`src/logic/hm_pkg.sv`:
```
`default_nettype none

package hm_pkg;

  // TLP header constants
  localparam logic [2:0] hm_fmt_3dw = 3'b000;  // 3DW header, no data
  localparam logic [2:0] hm_fmt_4dw = 3'b001;  // 4DW header, no data
  localparam logic [4:0] hm_type_mrd = 5'b00000;  // memory read
  localparam logic [9:0] hm_req_len = 10'd0;  // zero encodes 1024 dwords
  localparam logic [3:0] hm_be_all = 4'hf;

  // consecutive stalled cycles before a frame is dropped
  localparam logic [15:0] hm_stall_limit = 16'd48;

  typedef struct packed {
    logic [7:0] bus;
    logic [4:0] device;
    logic [2:0] func;
  } cfg_id_t;

  // header qword 0, first on the wire
  typedef struct packed {
    logic [2:0] fmt;
    logic [4:0] tlp_type;
    logic [7:0] rsvd_byte;
    logic [3:0] rsvd;
    logic [1:0] at;  // address type, untranslated
    logic [9:0] length;
    cfg_id_t    requester_id;
    logic [7:0] tag;
    logic [3:0] last_be;
    logic [3:0] first_be;
  } hm_hdr0_t;

  typedef struct packed {
    logic [31:0] addr_lo;
    logic [31:0] pad;
  } hm_qw1_3dw_t;

  // qword 1 is a full address for 4DW, low dword plus padding for 3DW
  typedef union packed {
    logic [63:0] addr64;
    hm_qw1_3dw_t dw3;
  } hm_qw1_u;

  typedef struct packed {
    logic [63:0] addr;
  } hm_cmd_t;

  typedef enum logic [1:0] {
    st_ok,
    st_timeout,
    st_link_down
  } hm_status_e;

  typedef struct packed {
    hm_status_e status;
    logic [7:0] tag;
  } hm_rsp_t;

  typedef struct packed {
    logic [63:0] td;
    logic        sof_n;
    logic        eof_n;
    logic        rem_n;  // low when both dwords valid
    logic        src_rdy_n;
  } trn_tx_t;

endpackage

`default_nettype wire
```
`src/logic/hm_reader.sv`:
```
`timescale 1ns/1ps
`default_nettype none

module hm_reader import hm_pkg::*; (
  input  wire         trn_clk,
  input  wire         arst_n,
  // client
  input  wire         req,
  input  hm_cmd_t     cmd,
  output logic        ack,
  output hm_rsp_t     rsp,
  // configuration and link
  input  cfg_id_t     cfg_id,
  input  wire         trn_lnk_up_n,
  // TRN transmit
  output trn_tx_t     trn_tx,
  input  wire         trn_tdst_rdy_n,
  input  wire         trn_terr_drop_n,
  // statistics
  output logic [31:0] stat_tx,
  output logic [31:0] stat_drop
);

  logic        start;
  logic [63:0] addr;
  logic        hdr_vld;
  hm_hdr0_t    hdr0;
  hm_qw1_u     qw1;
  logic        is_4dw;
  logic [7:0]  tag;
  logic        done;
  logic        timed_out;

  hm_req_ctrl u_ctrl (
    .trn_clk   (trn_clk),
    .arst_n    (arst_n),
    .req       (req),
    .cmd       (cmd),
    .ack       (ack),
    .rsp       (rsp),
    .lnk_up_n  (trn_lnk_up_n),
    .start     (start),
    .addr      (addr),
    .tag       (tag),
    .done      (done),
    .timed_out (timed_out)
  );

  hm_tlp_build u_build (
    .trn_clk (trn_clk),
    .arst_n  (arst_n),
    .start   (start),
    .addr    (addr),
    .cfg_id  (cfg_id),
    .hdr_vld (hdr_vld),
    .hdr0    (hdr0),
    .qw1     (qw1),
    .is_4dw  (is_4dw),
    .tag     (tag)
  );

  hm_tx u_tx (
    .trn_clk     (trn_clk),
    .arst_n      (arst_n),
    .hdr_vld     (hdr_vld),
    .hdr0        (hdr0),
    .qw1         (qw1),
    .is_4dw      (is_4dw),
    .trn_tx      (trn_tx),
    .tdst_rdy_n  (trn_tdst_rdy_n),
    .terr_drop_n (trn_terr_drop_n),
    .done        (done),
    .timed_out   (timed_out),
    .stat_tx     (stat_tx),
    .stat_drop   (stat_drop)
  );

endmodule

`default_nettype wire

```
`src/logic/hm_tx.sv`:
```
`timescale 1ns/1ps
`default_nettype none

module hm_tx import hm_pkg::*; (
  input  wire         trn_clk,
  input  wire         arst_n,
  // header from the builder
  input  wire         hdr_vld,
  input  hm_hdr0_t    hdr0,
  input  hm_qw1_u     qw1,
  input  wire         is_4dw,
  // TRN transmit side
  output trn_tx_t     trn_tx,
  input  wire         tdst_rdy_n,
  input  wire         terr_drop_n,
  // status back to the controller
  output logic        done,
  output logic        timed_out,
  // statistics
  output logic [31:0] stat_tx,
  output logic [31:0] stat_drop
);

  logic        active;     // a beat is pending
  logic        beat;       // 0 header qword, 1 address qword
  logic [15:0] stall_cnt;
  logic        xfer;
  logic        stall_end;

  logic [63:0] td_q;
  logic        sof_n_q;
  logic        eof_n_q;
  logic        rem_n_q;
  logic        src_rdy_n_q;

  assign xfer      = active && !tdst_rdy_n;
  assign stall_end = active && tdst_rdy_n && (stall_cnt == hm_stall_limit - 16'd1);

  assign trn_tx = '{
    td:        td_q,
    sof_n:     sof_n_q,
    eof_n:     eof_n_q,
    rem_n:     rem_n_q,
    src_rdy_n: src_rdy_n_q
  };

  // framing strobes and beat sequencing
  always_ff @(posedge trn_clk or negedge arst_n) begin
    if (!arst_n) begin
      active      <= 1'b0;
      beat        <= 1'b0;
      stall_cnt   <= 16'd0;
      sof_n_q     <= 1'b1;
      eof_n_q     <= 1'b1;
      rem_n_q     <= 1'b1;
      src_rdy_n_q <= 1'b1;
      done        <= 1'b0;
      timed_out   <= 1'b0;
    end else begin
      done      <= 1'b0;
      timed_out <= 1'b0;
      if (!active) begin
        if (hdr_vld) begin  // present beat 0
          active      <= 1'b1;
          beat        <= 1'b0;
          stall_cnt   <= 16'd0;
          sof_n_q     <= 1'b0;
          eof_n_q     <= 1'b1;
          rem_n_q     <= 1'b1;
          src_rdy_n_q <= 1'b0;
        end
      end else if (xfer) begin
        stall_cnt <= 16'd0;
        if (!beat) begin
          beat    <= 1'b1;
          sof_n_q <= 1'b1;
          eof_n_q <= 1'b0;
          rem_n_q <= !is_4dw;  // 3DW leaves the low dword empty
        end else begin
          active      <= 1'b0;
          eof_n_q     <= 1'b1;
          rem_n_q     <= 1'b1;
          src_rdy_n_q <= 1'b1;
          done        <= 1'b1;
        end
      end else if (stall_end) begin
        // destination stuck, give up on the frame
        active      <= 1'b0;
        sof_n_q     <= 1'b1;
        eof_n_q     <= 1'b1;
        rem_n_q     <= 1'b1;
        src_rdy_n_q <= 1'b1;
        done        <= 1'b1;
        timed_out   <= 1'b1;
      end else begin
        stall_cnt <= stall_cnt + 16'd1;
      end
    end
  end

  // beat data, held under back-pressure
  always_ff @(posedge trn_clk) begin
    if (!active && hdr_vld) begin
      td_q <= hdr0;
    end else if (xfer && !beat) begin
      td_q <= qw1.addr64;
    end
  end

  // statistics
  always_ff @(posedge trn_clk or negedge arst_n) begin
    if (!arst_n) begin
      stat_tx   <= 32'd0;
      stat_drop <= 32'd0;
    end else begin
      if (xfer && beat) begin
        stat_tx <= stat_tx + 32'd1;  // completed frames only
      end
      if (!terr_drop_n) begin
        stat_drop <= stat_drop + 32'd1;
      end
    end
  end

endmodule

`default_nettype wire

```
`src/logic/hm_tlp_build.sv`:
```
`timescale 1ns/1ps
`default_nettype none

module hm_tlp_build import hm_pkg::*; (
  input  wire         trn_clk,
  input  wire         arst_n,
  input  wire         start,
  input  wire  [63:0] addr,
  input  cfg_id_t     cfg_id,
  output logic        hdr_vld,
  output hm_hdr0_t    hdr0,
  output hm_qw1_u     qw1,
  output logic        is_4dw,
  output logic [7:0]  tag
);

  logic [7:0] tag_cnt;  // next tag to hand out
  logic       above_4g;

  assign above_4g = (addr[63:32] != 32'd0);

  always_ff @(posedge trn_clk or negedge arst_n) begin
    if (!arst_n) begin
      hdr_vld <= 1'b0;
      tag_cnt <= 8'd0;
      tag     <= 8'd0;
    end else begin
      hdr_vld <= start;
      if (start) begin
        tag     <= tag_cnt;
        tag_cnt <= tag_cnt + 8'd1;  // wraps at 256
      end
    end
  end

  // header words, stable until the next start
  always_ff @(posedge trn_clk) begin
    if (start) begin
      hdr0.fmt          <= above_4g ? hm_fmt_4dw : hm_fmt_3dw;
      hdr0.tlp_type     <= hm_type_mrd;
      hdr0.rsvd_byte    <= 8'd0;
      hdr0.rsvd         <= 4'd0;
      hdr0.at           <= 2'b00;
      hdr0.length       <= hm_req_len;
      hdr0.requester_id <= cfg_id;
      hdr0.tag          <= tag_cnt;
      hdr0.last_be      <= hm_be_all;
      hdr0.first_be     <= hm_be_all;
      is_4dw            <= above_4g;
      if (above_4g) begin
        qw1.addr64 <= addr;
      end else begin
        qw1.dw3.addr_lo <= addr[31:0];
        qw1.dw3.pad     <= 32'd0;  // unused dword of the beat
      end
    end
  end

endmodule

`default_nettype wire

```
`src/logic/hm_req_ctrl.sv`:
```
`timescale 1ns/1ps
`default_nettype none

module hm_req_ctrl import hm_pkg::*; (
  input  wire         trn_clk,
  input  wire         arst_n,
  // client handshake
  input  wire         req,
  input  hm_cmd_t     cmd,
  output logic        ack,
  output hm_rsp_t     rsp,
  // link state
  input  wire         lnk_up_n,
  // towards the header builder
  output logic        start,
  output logic [63:0] addr,
  input  wire  [7:0]  tag,
  // back from the framer
  input  wire         done,
  input  wire         timed_out
);

  typedef enum logic [1:0] {
    s_idle,
    s_busy,
    s_answer
  } ctrl_state_e;

  ctrl_state_e state;
  logic        req_q;  // registered request
  logic        launch;
  logic        refuse;
  logic        finish;

  assign launch = (state == s_idle) && req_q && !lnk_up_n;
  assign refuse = (state == s_idle) && req_q && lnk_up_n;  // link down, no frame
  assign finish = (state == s_busy) && done;

  always_ff @(posedge trn_clk or negedge arst_n) begin
    if (!arst_n) begin
      state <= s_idle;
      req_q <= 1'b0;
      ack   <= 1'b0;
      start <= 1'b0;
    end else begin
      req_q <= req;
      start <= launch;
      case (state)
        s_idle: begin
          if (launch) begin
            state <= s_busy;
          end else if (refuse) begin
            state <= s_answer;
            ack   <= 1'b1;
          end
        end
        s_busy: begin
          if (finish) begin
            state <= s_answer;
            ack   <= 1'b1;
          end
        end
        default: begin
          // wait for the client to drop req
          if (!req_q) begin
            state <= s_idle;
            ack   <= 1'b0;
          end
        end
      endcase
    end
  end

  // address latch and response, held while ack is up
  always_ff @(posedge trn_clk) begin
    if (launch) begin
      addr <= cmd.addr;
    end
    if (refuse) begin
      rsp.status <= st_link_down;
      rsp.tag    <= tag;  // last issued tag, nothing consumed
    end else if (finish) begin
      rsp.status <= timed_out ? st_timeout : st_ok;
      rsp.tag    <= tag;
    end
  end

endmodule

`default_nettype wire

```
`config.mk`:
```
export PLATFORM = sky130hd
export DESIGN_NAME = hm_reader
export DESIGN_NICKNAME = d
export VERILOG_FILES = /design/src/logic/hm_pkg.sv /design/src/logic/hm_reader.sv /design/src/logic/hm_tx.sv /design/src/logic/hm_tlp_build.sv /design/src/logic/hm_req_ctrl.sv
export SDC_FILE = /design/constraint.sdc
export NUM_CORES = 1
export LEC_CHECK = 0
export ABC_AREA = 1
export BUFFER_PORTS_ARGS = -buffer_cell sky130_fd_sc_hd__buf_2
export CAP_MARGIN = 20
export CORE_ASPECT_RATIO = 1.2
export CORE_MARGIN = 3
export CORE_UTILIZATION = 61
export CTS_CLUSTER_SIZE = 20
export DETAILED_ROUTE_END_ITERATION = 12
export PLACE_DENSITY_LB_ADDON = 0.08
export REMOVE_ABC_BUFFERS = 1
export SETUP_SLACK_MARGIN = 0.5
export SYNTH_ARGS = -nofsm -noshare
export SYNTH_HDL_FRONTEND = slang
export SYNTH_SLANG_ARGS = --single-unit
```
`constraint.sdc`:
```
create_clock -name trn_clk -period 6.05 [get_ports trn_clk]
set_input_delay 1.21 -clock trn_clk [delete_from_list [all_inputs] [get_ports trn_clk]]
set_output_delay 1.21 -clock trn_clk [all_outputs]
set_load 0.01 [all_outputs]
```
## Yosys cells after proc, flatten, opt, wreduce, memory -nomap -nowiden

Cells that the tools add are included.

| word-level totals | value |
|---|---|
| register bits after elaboration | 340 |
| input port bits | 86 |
| output and inout bits | 143 |
| word-level logic and storage cells | 122 |

| cells by class | value |
|---|---|
| $add $sub $neg | 4 |
| equal/unequal tests | 12 |
| multiplexer cells | 48 |
| reduce and logical (&&, ||, !) cells | 27 |

Operators by type and width:

| operator | count |
|---|---|
| 64-bit two-way mux | 3 |
| 32-bit by 1-bit adder with 32-bit output, second input constant | 2 |
| 16-bit two-way mux | 4 |
| 1-bit two-way mux | 33 |
| 32-bit nonzero test | 1 |
| 16-bit by 1-bit adder with 16-bit output, second input constant | 1 |
| 16-bit by 6-bit equality test with 1-bit output, second input constant | 1 |
| 8-bit two-way mux | 2 |
| 3-bit != test, second input constant | 5 |
| 1-bit logical AND | 10 |
| 3-bit AND reduction | 3 |
| 8-bit by 1-bit adder with 8-bit output, second input constant | 1 |
| 2-bit two-way mux | 4 |
| 2-bit AND reduction | 3 |
| 2-bit nonzero test | 3 |
| 1-bit zero test | 5 |
| 2-bit by 1-bit != test with 1-bit output, second input constant | 2 |
| 2-bit != test, second input constant | 2 |
| 2-bit case mux with 2 select lines | 1 |
| 4-bit AND reduction | 1 |
| 3-bit by 1-bit != test with 1-bit output, second input constant | 1 |
| 2-bit by 1-bit equality test with 1-bit output, second input constant | 1 |
| 2-bit zero test | 1 |
| 1-bit case mux with 2 select lines | 1 |

## Depth between registers and ports, before layout

Gate-level depths: netlist of the first run.

| logic depth | value |
|---|---|
| word-level depth | 6 |
| depth in mapped cells | 10 |
| mapped depth without buffers | 10 |

## By module

From an unflattened synthesis of the first run, not the netlist that was laid out.

| second synthesis, totals | value |
|---|---|
| cell total of the unflattened synthesis | 1488 |
| area, all modules | 14791.7 sq um |

Modules (own cells, without submodules):

| module | instances | cells each | area each (sq um) | sequential area each (sq um) |
|---|---|---|---|---|
| hm_tx | 1 | 986 | 7911.3 | 4129.0 |
| hm_tlp_build | 1 | 397 | 4420.5 | 3098.0 |
| hm_req_ctrl | 1 | 105 | 2459.9 | 2327.2 |

## Worst setup path after synthesis of the first run

No wires, ideal clock.

| path | value |
|---|---|
| kind | in2reg |
| start point | input port trn_lnk_up_n |
| end point | register u_ctrl.addr[0] (enable) |
| setup time | 487 ps |
| arrival | 3903 ps |
| data required time | 5563 ps |
| setup slack | 1659 ps |
| stages | 1 |
| path buffers | 0 |
| cells stage by stage | nor2_1 |

| between the ends | value |
|---|---|
| longest elaborated chain between the ends | 2 |

Ends and longest elaborated chain:

| element | RTL line | source |
|---|---|---|
| start, declared | hm_reader.sv:14 | `input wire trn_lnk_up_n,` |
| 1-bit zero test | hm_req_ctrl.sv:35 | `assign launch = (state == s_idle) && req_q && !lnk_up_n;` |
| 1-bit logical AND | hm_req_ctrl.sv:35 |  |
| end signal, assigned | hm_req_ctrl.sv:77 | `addr <= cmd.addr;` |
| end, declared | hm_req_ctrl.sv:16 | `output logic [63:0] addr,` |

Every way passes these cells.
A chain may end at the register's enable or synchronous reset.

## Final worst setup path of the first run

| path | value |
|---|---|
| start point | register u_tx.active |
| end point | register u_tx.td_q[17] (enable) |

| between the ends | value |
|---|---|
| longest elaborated chain between the ends | 3 |
| elaborated cells between the ends (all ways) | 5 |
| those cells by class | reduce/logical (5) |

Ends and longest elaborated chain:

| element | RTL line | source |
|---|---|---|
| start, declared | hm_tx.sv:24 | `logic active;` |
| start signal, assigned | hm_tx.sv:50 | `active <= 1'b0;` |
| start signal, assigned | hm_tx.sv:64 | `active <= 1'b1;` |
| start signal, assigned | hm_tx.sv:80 | `active <= 1'b0;` |
| 1-bit logical AND or 1-bit zero test (tied branches) | -- |  |
| 1-bit logical AND (on tied branches) | hm_tx.sv:105, hm_tx.sv:103 |  |
| 2-bit nonzero test (no line) (*) | -- |  |
| end signal, assigned | hm_tx.sv:104 | `td_q <= hdr0;` |
| end signal, assigned | hm_tx.sv:106 | `td_q <= qw1.addr64;` |
| end, declared | hm_tx.sv:30 | `logic [63:0] td_q;` |

Mark *: on every way between the ends. The rest lies on a longest branch, timed or not.

==> results of run 1 <==
==> layout by cell type, fill, tap and decap left out, types with 4 or more instances in the layout <==
cell type  instances
ha_1               4
nor3_1             7
dfstp_2            4
inv_2              5
nand3_1           44
nor2_1           160
nor2_4            11
inv_1            176
nand2_1          433
xnor2_1           15
clkbuf_16         38
edfxtp_1         225
dfrtp_1          105
clkbuf_1           5
nand2_2            7
nand2_4            4
nand3b_1           7
clkinv_1          15
nand3_2            4
xor2_1            26
diode_2            5
buf_2            227
o21ai_0           21
buf_4              6
or2_2              9
nand4_1           35
nor2_2            10
==> worst max-delay path, cell delays in order, from the launching register on <==
cell	delay, ns
dfrtp_1	0.65
nor2_4	0.19
buf_4	0.54
inv_2	0.43
nand2_4	0.77
==> state kept, by name, indices dropped and copies added (netlist names), 2 cells and up <==
register / count
u_build.hdr0: 25
u_build.qw1: 64
u_build.tag: 8
u_build.tag_cnt: 8
u_ctrl.addr: 64
u_ctrl.rsp: 10
u_ctrl.state: 2
u_tx.stall_cnt: 16
u_tx.stat_drop: 32
u_tx.stat_tx: 32
u_tx.td_q: 64
==> metrics by stage <==
step                std cells  utilization (%)  worst slack, ns
global placement         1880             69.0             3.07
global route             1950             74.2             2.77
floorplan                1337                -            0.970
finish                   1951             74.2             2.98
CTS                      1946             74.2             3.01
detailed placement       1880             69.0             3.01
==> power by group through the flow <==
stage / combinational (uW) / clock [uW] / sequential, uW
after floorplan: 385 / 0 / 3140
after global placement: 776 / 0 / 3090
after detailed placement: 800 / 0 / 3100
after CTS: 807 / 2190 / 3050
after global routing: 895 / 2280 / 3090
final: 793 / 2150 / 3060
==> cell usage after synthesis (2+ instances only) <==
cell type / number
xor2_1: 26
o21bai_1: 3
inv_2: 5
nand3b_1: 7
nand3_1: 44
nor3_1: 7
nand2_4: 3
o21ai_0: 21
nand2_1: 434
nand2_2: 7
buf_2: 15
nor2_2: 10
nor3_2: 2
dfrtp_1: 106
nand3_4: 2
inv_1: 176
nor2_4: 8
a21oi_1: 3
buf_6: 2
and2_1: 2
or2_2: 9
clkbuf_1: 2
nand3_2: 4
edfxtp_1: 225
dfstp_2: 4
ha_1: 4
xnor2_1: 15
buf_4: 7
buf_1: 2
clkinv_1: 2
nand4_1: 35
dfxtp_1: 2
nor2_1: 163
nor4_1: 2
==> kinds of logic after synthesis <==
| logic type | count (synthesis) | synth area share (%) |
|---|---|---|
| compound gates | 29 | 1.09 |
| buf+inv | 211 | 6.00 |
| fa+ha+maj | 4 | 0.352 |
| xor+xnor | 41 | 2.53 |
| simple gates | 743 | 22.8 |
| flops | 337 | 67.3 |
==> final timing paths <==
kind	endpoint	slack, ns	cells after the start
max in group asynchronous	u_tx.stat_drop[1]	4.13	2
min reg2reg	u_ctrl.rsp[4]	0.45	0
min in group asynchronous	u_tx.stall_cnt[12]	0.79	1
max reg2reg	u_tx.td_q[17]	2.98	4
max	u_tx.td_q[17]	2.98	4
min	u_ctrl.rsp[4]	0.45	0
==> final cells by class <==
cell class / count / area [sq um] / share of cell area [%]
diodes: 5 / 12.5 / 0.0744
clock buffers: 44 / 983 / 5.85
clock inverters: 22 / 186 / 1.11
inverters: 183 / 687 / 4.08
multi-input cells: 817 / 3830 / 22.8
flip-flops and latches: 337 / 9560 / 56.8
well taps: 310 / 388 / 2.31
repair buffers: 233 / 1180 / 7.02
==> per-layer routing <==
layer / track usage [%] / up-vias
li1: - / 4856
met1: 29.5 / 4646
met2: 40.6 / 307
met3: 3.98 / 73
met4: 10.4 / 2
met5: 0 / -
==> summary.md, run 1 <==
| Metric | Value |
|---|---|
| Outcome | finished clean |
| Part of the power in registers | between 50 and 60% |
| Vias in the first global route | 9687 |
| Minimum clock period | roughly 3 ns |
| Later-pin clock latency in the skew report | 0.53 ns |
| Drt pass-1 iters | 6 |
| Design Area, Final | ~17000 sq um |
| Synth top area cells | edfxtp_1, dfrtp_1, nand2_1 |
| Gate Count Post-Synth | roughly 1400 |
| FILL cells | 1637 |
| Setup TNS | 0 ns |
| RR Startpoint | u_tx.active |
| Fmax | 0.326 GHz |
| Worst path arrival time | approximately 3.2 ns |
| Maximum VDD drop | roughly 0.00034 V |
| Clock Tree Root | clkbuf_16 |
| CTS max path bufs | 3 |
| Startpoint types | flop |
| CTS tree | built |
| Largest net degree at the start of global routing | a little under 70 |
| Routed vias/inst | between 5 and 6 |
| Final hold vios | 0 |
| Slew HR | about two fifths |
| H-tree depth | 2 |
| Worst min path class | reg -> reg |
| Worst Path Required | 6.19 ns |
| CTS buffer count | 36 |
| Antenna Nets Post-Route | 0 |
| DRC errors left | 0 |
| Worst Hold Slack | 0.448 ns |
| Comb pwr share | about an eighth |
| Post-synth EDFFs | 225 |
| Syn Std Cell Area | between 10000 and 15000 sq um |
| Post-CTS setup buffer count | 0 |
| Hpwl dp | about 20 mm |
| Dominant synthesized flop cell | edfxtp_1 |
| CP Capture Type | flop |
| Starting Density | a little over three fifths |
| RSZ-0062 raised after global routing | no |
| Final Total Pwr | between 5000 and 6000 uW |
| Gr usage total | 23.6% |
| Cell area after placement | roughly 16000 sq um |
| Share of the synthesized area in the top cell type | a little under half |
| Met3 WL post-DR | around 1.6 mm |
| Yosys cell types | 40 |
| Endpoints failing setup | 0 |
| Pwr dens | around 360 nW/um^2 |
| Slew Viols, Final | 0 |
| Metal2 WL | 14.9 mm |
| #FFs+latches synth | between 300 and 400 |
| Worst setup startpoint | u_tx.active |
| Clock power frac | between 30% and 40% |
| Rows | 60 |
| Crit Path Max Fanout | 65 |
| Die ar. | around 25000 sq um |
| TritonCTS Sinks | between 300 and 400 |
| Switching share of total power | 27.3% |
| Metal-1 WL | around 12 mm |
| PostCTS Resize Cnt | 0 |
| Hold path start | u_build.tag[4] |
| Syn. warnings | 0 |
| Ratio of cells with drive above 1 in the final layout | a little over a fifth |
| Initial antenna violation count | 5 |
| Leak Pwr | 0.00763 uW |
| Buffers added on ports | ~230 |
| Grt total ovfl | 0 |
| Top Layer Used | met5 |
| Die span in y | about 170 microns |
| Routability cong. | approximately 0.94 |
| Vias | ~9900 |
| Wire length per cell | ~15 microns |
| Clock transition at path regs | around 0.06 ns |
| Routed WL | around 29 mm |
| Hold_buf cts | 0 |
| Total net switching power | approximately 1600 uW |
| Asr flop ratio synth | 32.6% |
| Register area share after synthesis | a little under 70% |
| Die Width | around 150 microns |
| First-pass GRT wire length | ~48 mm |
| Period utilization | between 50% and 60% |
| Largest area contributor in the netlist | edfxtp_1 |
| Fin nets | 1698 |
| Avg Synthesized Cell Area | between 10 and 15 sq um |
| Max cap viols | 0 |
| Worst-margin pin slew | about 0.9 ns |
| Core area | around 23000 sq um |
| DR iter-0 viols | 584 |
| I/O pins | ~230 |
| Pint | ~4400 uW |
| Clock skew | approximately 0.013 ns |
| Area grow syn2layout | 18.4% |
| Kind of critical path | reg -> reg |
No activity file was read; power rests on OpenSTA's default activity.
==> run 2: changes to the inputs <==
- ABC_AREA: 1 -> 0
- CORE_UTILIZATION: 61 -> 50
- clock period: 6.05 -> 2.7 ns (I/O delays scaled with it)
==> run 2 against run 1 <==
Net effect: sequential share of layout area up 4.1 points; clock skew up 0.0015 ns; critical path depth grew 1; critical path type unchanged; largest cell class unchanged; highest routed layer unchanged.
==> summary.md, run 2 <==
| Metric | Value |
|---|---|
| Setup TNS | 0 ns |
| Register area share after synthesis | about three quarters |
| Clock transition at path regs | 0.06 ns |
| Buf/Inv on CP | 1 |
| Max cap viols | 0 |
| Clock Tree Root | clkbuf_16 |
| Reg2reg path depth | 5 |
| FILL cells | around 2000 |
| Buffers added on ports | approximately 230 |
| Antenna Nets Post-Route | 0 |
| Vias in the first global route | 7628 |
| Fin nets | 1177 |
| Design Area, Final | about 16000 sq um |
| Pint | 10000 uW |
| Ratio of cells with drive above 1 in the final layout | 31.4% |
| Vias | between 7000 and 8000 |
| Cell area after placement | between 10000 and 15000 sq um |
| TritonCTS Sinks | about 340 |
| Post-synth EDFFs | between 200 and 250 |
| Routed WL | 25.2 mm |
| Placed cell count | 1378 |
| Initial antenna violation count | 4 |
| Switching share of total power | about 26% |
| Final Total Pwr | roughly 13000 uW |
| Outcome | finished clean |
| Routability cong. | ~0.80 |
| Drt pass-1 iters | 4 |
| Pwr dens | ~860 nW/um^2 |
| Post-route core utilization | between 60 and 70% |
| CP max stage delay | 0.49 ns |
| Syn Std Cell Area | roughly 13000 sq um |
| I/O pins | about 230 |
| Synth top area cells | edfxtp_1, dfrtp_1, xnor2_1 |
| CP Capture Type | flop |
| Comb pwr share | a little over an eighth |
| Largest area contributor in the netlist | edfxtp_1 |
| Area grow syn2layout | 20.9% |
| Largest net degree at the start of global routing | 67 |
| Kind of critical path | reg -> reg |
| Wire length per cell | roughly 17 microns |
| Gate Count Post-Synth | approximately 840 |
| Minimum clock period | slightly above 2 ns |
| RSZ-0062 raised after global routing | no |
| CTS tree | built |
| Die Width | 153 microns |
| Clock power frac | 34.6% |
| Worst min path class | in -> reg |
| Worst path arrival time | around 2.3 ns |
| Die span in y | roughly 180 microns |
| Clock skew | about 0.015 ns |
| Later-pin clock latency in the skew report | 0.51 ns |
| Leak Pwr | 0.00646 uW |
| First-pass GRT wire length | about 40 mm |
| Gr usage total | roughly 18% |
| Post-CTS setup buffer count | 0 |
| DRC errors left | 0 |
| Total net switching power | between 3000 and 4000 uW |
| DR iter-0 viols | approximately 350 |
| Maximum VDD drop | 0.000479 V |
| Commonest non-fill, non-tap cell in the layout | buf_2 |
| Slew Viols, Final | 0 |
| Yosys cell types | between 50 and 60 |
| Startpoint types | flop |
| Hpwl dp | roughly 17 mm |
| Worst-margin pin slew | 0.675 ns |
| Multi-input logic area | 3200 sq um |
| Share of the synthesized area in the top cell type | a little over half |
| Crit path cell chain | nor4_1 > nand4_1 > nor2_4 > buf_4 > nor2b_1 |
| Dominant synthesized flop cell | edfxtp_1 |
| Post-synth top cells | edfxtp_1, dfrtp_1, xnor2_1 |
| Grt total ovfl | 0 |
| Fmax | ~0.49 GHz |
| Commonest cells after routing, fill and taps aside | buf_2, edfxtp_1, dfrtp_1 |
| #FFs+latches synth | 337 |
| Register area | 9560 sq um |
| Avg Synthesized Cell Area | 15.5 sq um |
| Asr flop ratio synth | between 30% and 40% |
| Syn. warnings | 0 |
| WHS Path Cells | 1 |
| Crit Path Max Fanout | 32 |
| Endpoints failing setup | 0 |
| Final hold vios | 0 |
| H-tree depth | 2 |
| Starting Density | between 50% and 60% |
| Part of the power in registers | 51.8% |
| Rows | 64 |
| CTS max path bufs | 3 |
| Crit. path cell count | 5 |
| Final cell count without fillers | between 1000 and 1500 |
| Slowest cell on crit path | nor4_1 |
| CTS buffer count | 36 |
| Worst Path Required | 2.94 ns |
| Largest delay share family, worst path | simple AND/OR/NAND/NOR gates |
| Leading registers by flop count | u_build.qw1: 64 flops, u_ctrl.addr: 64 flops, u_tx.td_q: 64 flops |
| Die ar. | 27900 sq um |
| Routed vias/inst | 5.28 |
| Period utilization | between 70 and 80% |
| Core area | ~26000 sq um |
| Top-count cell post-synth | edfxtp_1 |
| Slew HR | about 55% |
run 2: cell count changes in the layout (fill, tap and decap cells not counted), moves of 16 or more:
| cell | change |
|---|---|
| xnor2_1 | +44 |
| nand2_1 | -401 |
| a21o_1 | +35 |
| mux2_2 | +36 |
| nor2_1 | -140 |
| inv_1 | -158 |
| and2_1 | +31 |
| xor2_1 | -16 |
| nand3_1 | -19 |
| nor2b_1 | +32 |
run 2: repair_timing:
action	4_1_cts	5_1_grt
endpoints found under the hold margin	27	0
hold buffers	1	0
setup endpoints to repair	16	0
gates resized for setup	1	0
run 2: final timing paths:
check,from,slack (ns),to
max,u_ctrl.addr[58],0.67,u_build.qw1[5]
min,req,0.14,u_ctrl.req_q
max reg2reg,u_ctrl.addr[58],0.67,u_build.qw1[5]
min reg2reg,u_build.tag[0],0.44,u_ctrl.rsp[0]
max in group asynchronous,arst_n,1.51,u_tx.src_rdy_n_q
min in group asynchronous,arst_n,0.52,u_tx.stat_tx[18]
run 2: per-stage QoR:
stage | hold slack, ns | setup slack, ns
5_1_grt | 0.125 | 0.506
3_3_place_gp | 0.426 | 0.549
4_1_cts | 0.126 | 0.571
2_1_floorplan | 0.244 | -2.95
6_report | 0.144 | 0.673
3_5_place_dp | 0.432 | 0.470
run 2: power groups by stage:
stage / Combinational (uW) / Clock [uW] / Sequential [uW]
global placement: 1860 / 0 / 7060
global route: 2050 / 5020 / 7080
floorplan: 876 / 0 / 7220
detailed placement: 1880 / 0 / 7080
finish: 1840 / 4660 / 6980
CTS: 1890 / 4790 / 6990
run 2: routing by layer:
layer	track usage (%)	part of all wire (%)	up-vias
met5	0	0.21	-
met4	4.63	1.8	8
met3	5.50	8.1	41
met2	29.2	48	218
met1	23.6	42	3777
li1	-	-	3589
run 2: cell type report:
cell class	instances	area share, %
Sequential cell	337	60.9
Inverter	18	0.430
Multi-Input combinational cell	451	20.4
Clock inverter	16	0.877
Antenna cell	1	0.0159
Clock buffer	50	6.27
Tap cell	330	2.63
Timing Repair Buffer	243	8.49
run 2: kinds of logic (layout without fill, tap and decap cells):
logic type | Yosys count | count (layout) | synth area share, %
xor+xnor | 69 | 69 | 4.65
fa+ha+maj | 4 | 4 | 0.385
flops | 337 | 337 | 73.6
buf+inv | 50 | 327 | 1.98
compound gates | 89 | 89 | 4.59
other cells | 0 | 1 | 0
simple gates | 252 | 252 | 11.6
mux | 37 | 37 | 3.20
==> run 3: changes to the inputs <==
- ABC_AREA: 0 -> 1
- CORE_UTILIZATION: 50 -> 51
- clock period: 2.7 -> 1.8 ns (I/O delays scaled with it)
==> run 3 against run 2 <==
Net effect: the flow now finishes with violations (hold timing); global-route usage increased by 7.2 points; critical path depth increased by 4; first-iteration DRC count rose by 110%; clock-buffer cell count shrank 3; sequential power up 48%; routed wire length rose by 72%; core utilization grew 21 points; worst hold slack lost 0.15 ns; non-clock buffer count is 307 higher; clock skew is 0.016 ns higher; final cell count rose by 59%; via count grew 56%; critical path type unchanged.
==> summary.md, run 3 (same netlist as run 1, synthesis figures left out) <==
| Metric | Value |
|---|---|
| Part of the power in registers | between 40% and 50% |
| Fin nets | roughly 2000 |
| Fmax | ~0.58 GHz |
| Drt pass-1 iters | 5 |
| Minimum clock period | 1.73 ns |
| Vias | 11900 |
| Multi-input logic area | 5400 sq um |
| RSZ-0062 raised after global routing | yes |
| Clock power frac | between 20% and 30% |
| Pint | between 15000 and 20000 uW |
| Switching share of total power | 29.7% |
| Antenna Nets Post-Route | 0 |
| Routed vias/inst | 5.18 |
| Clock skew | 0.0306 ns |
| Ratio of cells with drive above 1 in the final layout | approximately half |
| Leak Pwr | about 0.010 uW |
| Worst Hold Slack | -0.00180 ns |
| Commonest cells after routing, fill and taps aside | nand2_1, edfxtp_1, buf_2 |
| Largest net degree at the start of global routing | 75 |
| Clock Tree Root | clkbuf_16 |
| Outcome | complete, but fails checks |
| DP Worst Slack | 0.148 ns |
| Worst Path Required | 2.18 ns |
| CP Capture Type | flop |
| Violated checks | hold timing |
| Placed cell count | ~1900 |
| CTS max path bufs | 3 |
| Period utilization | 95.8% |
| CTS buffer count | 36 |
| Worst path arrival time | about 2.1 ns |
| Final hold vios | 1 |
| Setup TNS | 0 ns |
| Clock transition at path regs | around 0.06 ns |
| Startpoint types | flop |
| Slew Viols, Final | 0 |
| Routability cong. | 0.881 |
| Leading registers by flop count | u_build.qw1: 64 flops, u_ctrl.addr: 64 flops, u_tx.td_q: 64 flops |
| Maximum VDD drop | around 0.00095 V |
| I/O pins | 229 |
| Starting Density | between 50% and 60% |
| Slew HR | between 60% and 70% |
| Gr usage total | between 20% and 30% |
| Core area | 27300 sq um |
| Die span in y | ~190 microns |
| Final cell count without fillers | 2298 |
| Wire length per cell | roughly 19 microns |
| H-tree depth | 2 |
| Worst min path class | in -> reg |
| Worst-margin pin slew | between 0.4 and 0.5 ns |
| First-pass GRT wire length | between 50 and 60 mm |
| Commonest non-fill, non-tap cell in the layout | nand2_1 |
| Pwr dens | between 1000 and 1500 nW/um^2 |
| DR iter-0 viols | 736 |
| Die Width | about 160 microns |
| TritonCTS Sinks | roughly 340 |
| Worst setup margin | about 0.075 ns |
| Hpwl dp | 20.7 mm |
| Max cap viols | 0 |
| Initial antenna violation count | 2 |
| Die ar. | 29900 sq um |
| FILL cells | 1439 |
| Routed WL | 43.5 mm |
| CTS tree | built |
| Rows | 66 |
| DRC errors left | 0 |
| Kind of critical path | reg -> reg |
| Crit Path Max Fanout | 6 |
| Later-pin clock latency in the skew report | 0.54 ns |
| Vias in the first global route | roughly 11000 |
| Final Total Pwr | 24500 uW |
| Buffers added on ports | around 230 |
| Grt total ovfl | 0 |
| Endpoints failing setup | 0 |
| Total net switching power | ~7300 uW |
| Area grow syn2layout | 58.5% |
| Comb pwr share | between 20% and 30% |
| Register area | 9600 sq um |
[run 3: changes by cell type in the layout (fill, tap and decap cells not counted), sizes merged, moves of 25 or more]
cell         previous run  this run
a21o                   36         1
and2                   34         2
buf                   242       503
dlygate4sd3             1        40
inv                    21       185
mux2                   36         0
nand2                  33       446
nand3                  25        50
nor2                   21       182
nor2b                  32         0
xnor2                  59        15
[run 3: final cells by class]
cell class,count,area share [%]
diodes,3,0.0334
clock buffers,47,4.23
clock inverters,19,0.867
inverters,183,3.15
multi-input cells,819,24.0
flip-flops and latches,337,42.7
well taps,340,1.89
repair buffers,550,23.2
[run 3: layer usage]
metal	vias to the layer above	global-route usage, %	share of wire [%]
li1	5512	-	-
met4	0	9.53	4.4
met3	132	5.67	5.8
met2	474	42.9	54
met5	-	0	0
met1	5782	31.0	36
[run 3: worst paths after layout]
| path | from | endpoint | slack (ns) | cells past startpoint |
|---|---|---|---|---|
| min in group asynchronous | arst_n | u_build.tag[7] | 0.36 | 3 |
| worst min register to register | u_build.tag[5] | u_ctrl.rsp[5] | 0.44 | 0 |
| max in group asynchronous | arst_n | u_tx.stat_drop[19] | 0.99 | 3 |
| worst min-delay path | cmd[48] | u_ctrl.addr[48] | -0.002 | 1 |
| worst max-delay path | u_ctrl.addr[59] | u_build.qw1[48] | 0.07 | 9 |
| worst max register to register | u_ctrl.addr[59] | u_build.qw1[48] | 0.07 | 9 |
[run 3: worst max-delay path, cell delays in order (launching register included)]
cell and delay (ns):
edfxtp_1 0.38, inv_1 0.11, nand4_1 0.10, nor2_1 0.15
nand2_1 0.12, nor2_4 0.20, buf_8 0.18, buf_16 0.15
nand2_1 0.08, nand2_1 0.09
[run 3: timing repair]
| action | CTS | global route |
|---|---|---|
| setup buffers | 153 | 71 |
| pin swaps | 81 | 113 |
| endpoints found under the setup margin | 480 | 498 |
| endpoints found under the hold margin | 142 | 3 |
| hold buffers | 37 | 3 |
| resized for setup | 285 | 380 |
| cloned | 26 | 7 |
[run 3: power by group through the flow]
stage / Combinational, uW / Clock (uW) / Sequential [uW]
after floorplan: 1290 / 0 / 10600
after global placement: 2990 / 0 / 10300
after detailed placement: 3050 / 0 / 10300
after CTS: 5470 / 7330 / 10200
after global routing: 7390 / 7710 / 10400
final: 6970 / 7280 / 10300
[run 3: stage by stage]
stage               area, sq um  util (%)
finish                    22500      82.6
global route              22500      82.6
CTS                       20400      74.8
detailed placement        16000      58.6
global placement          16000      58.6
floorplan                 14000         -
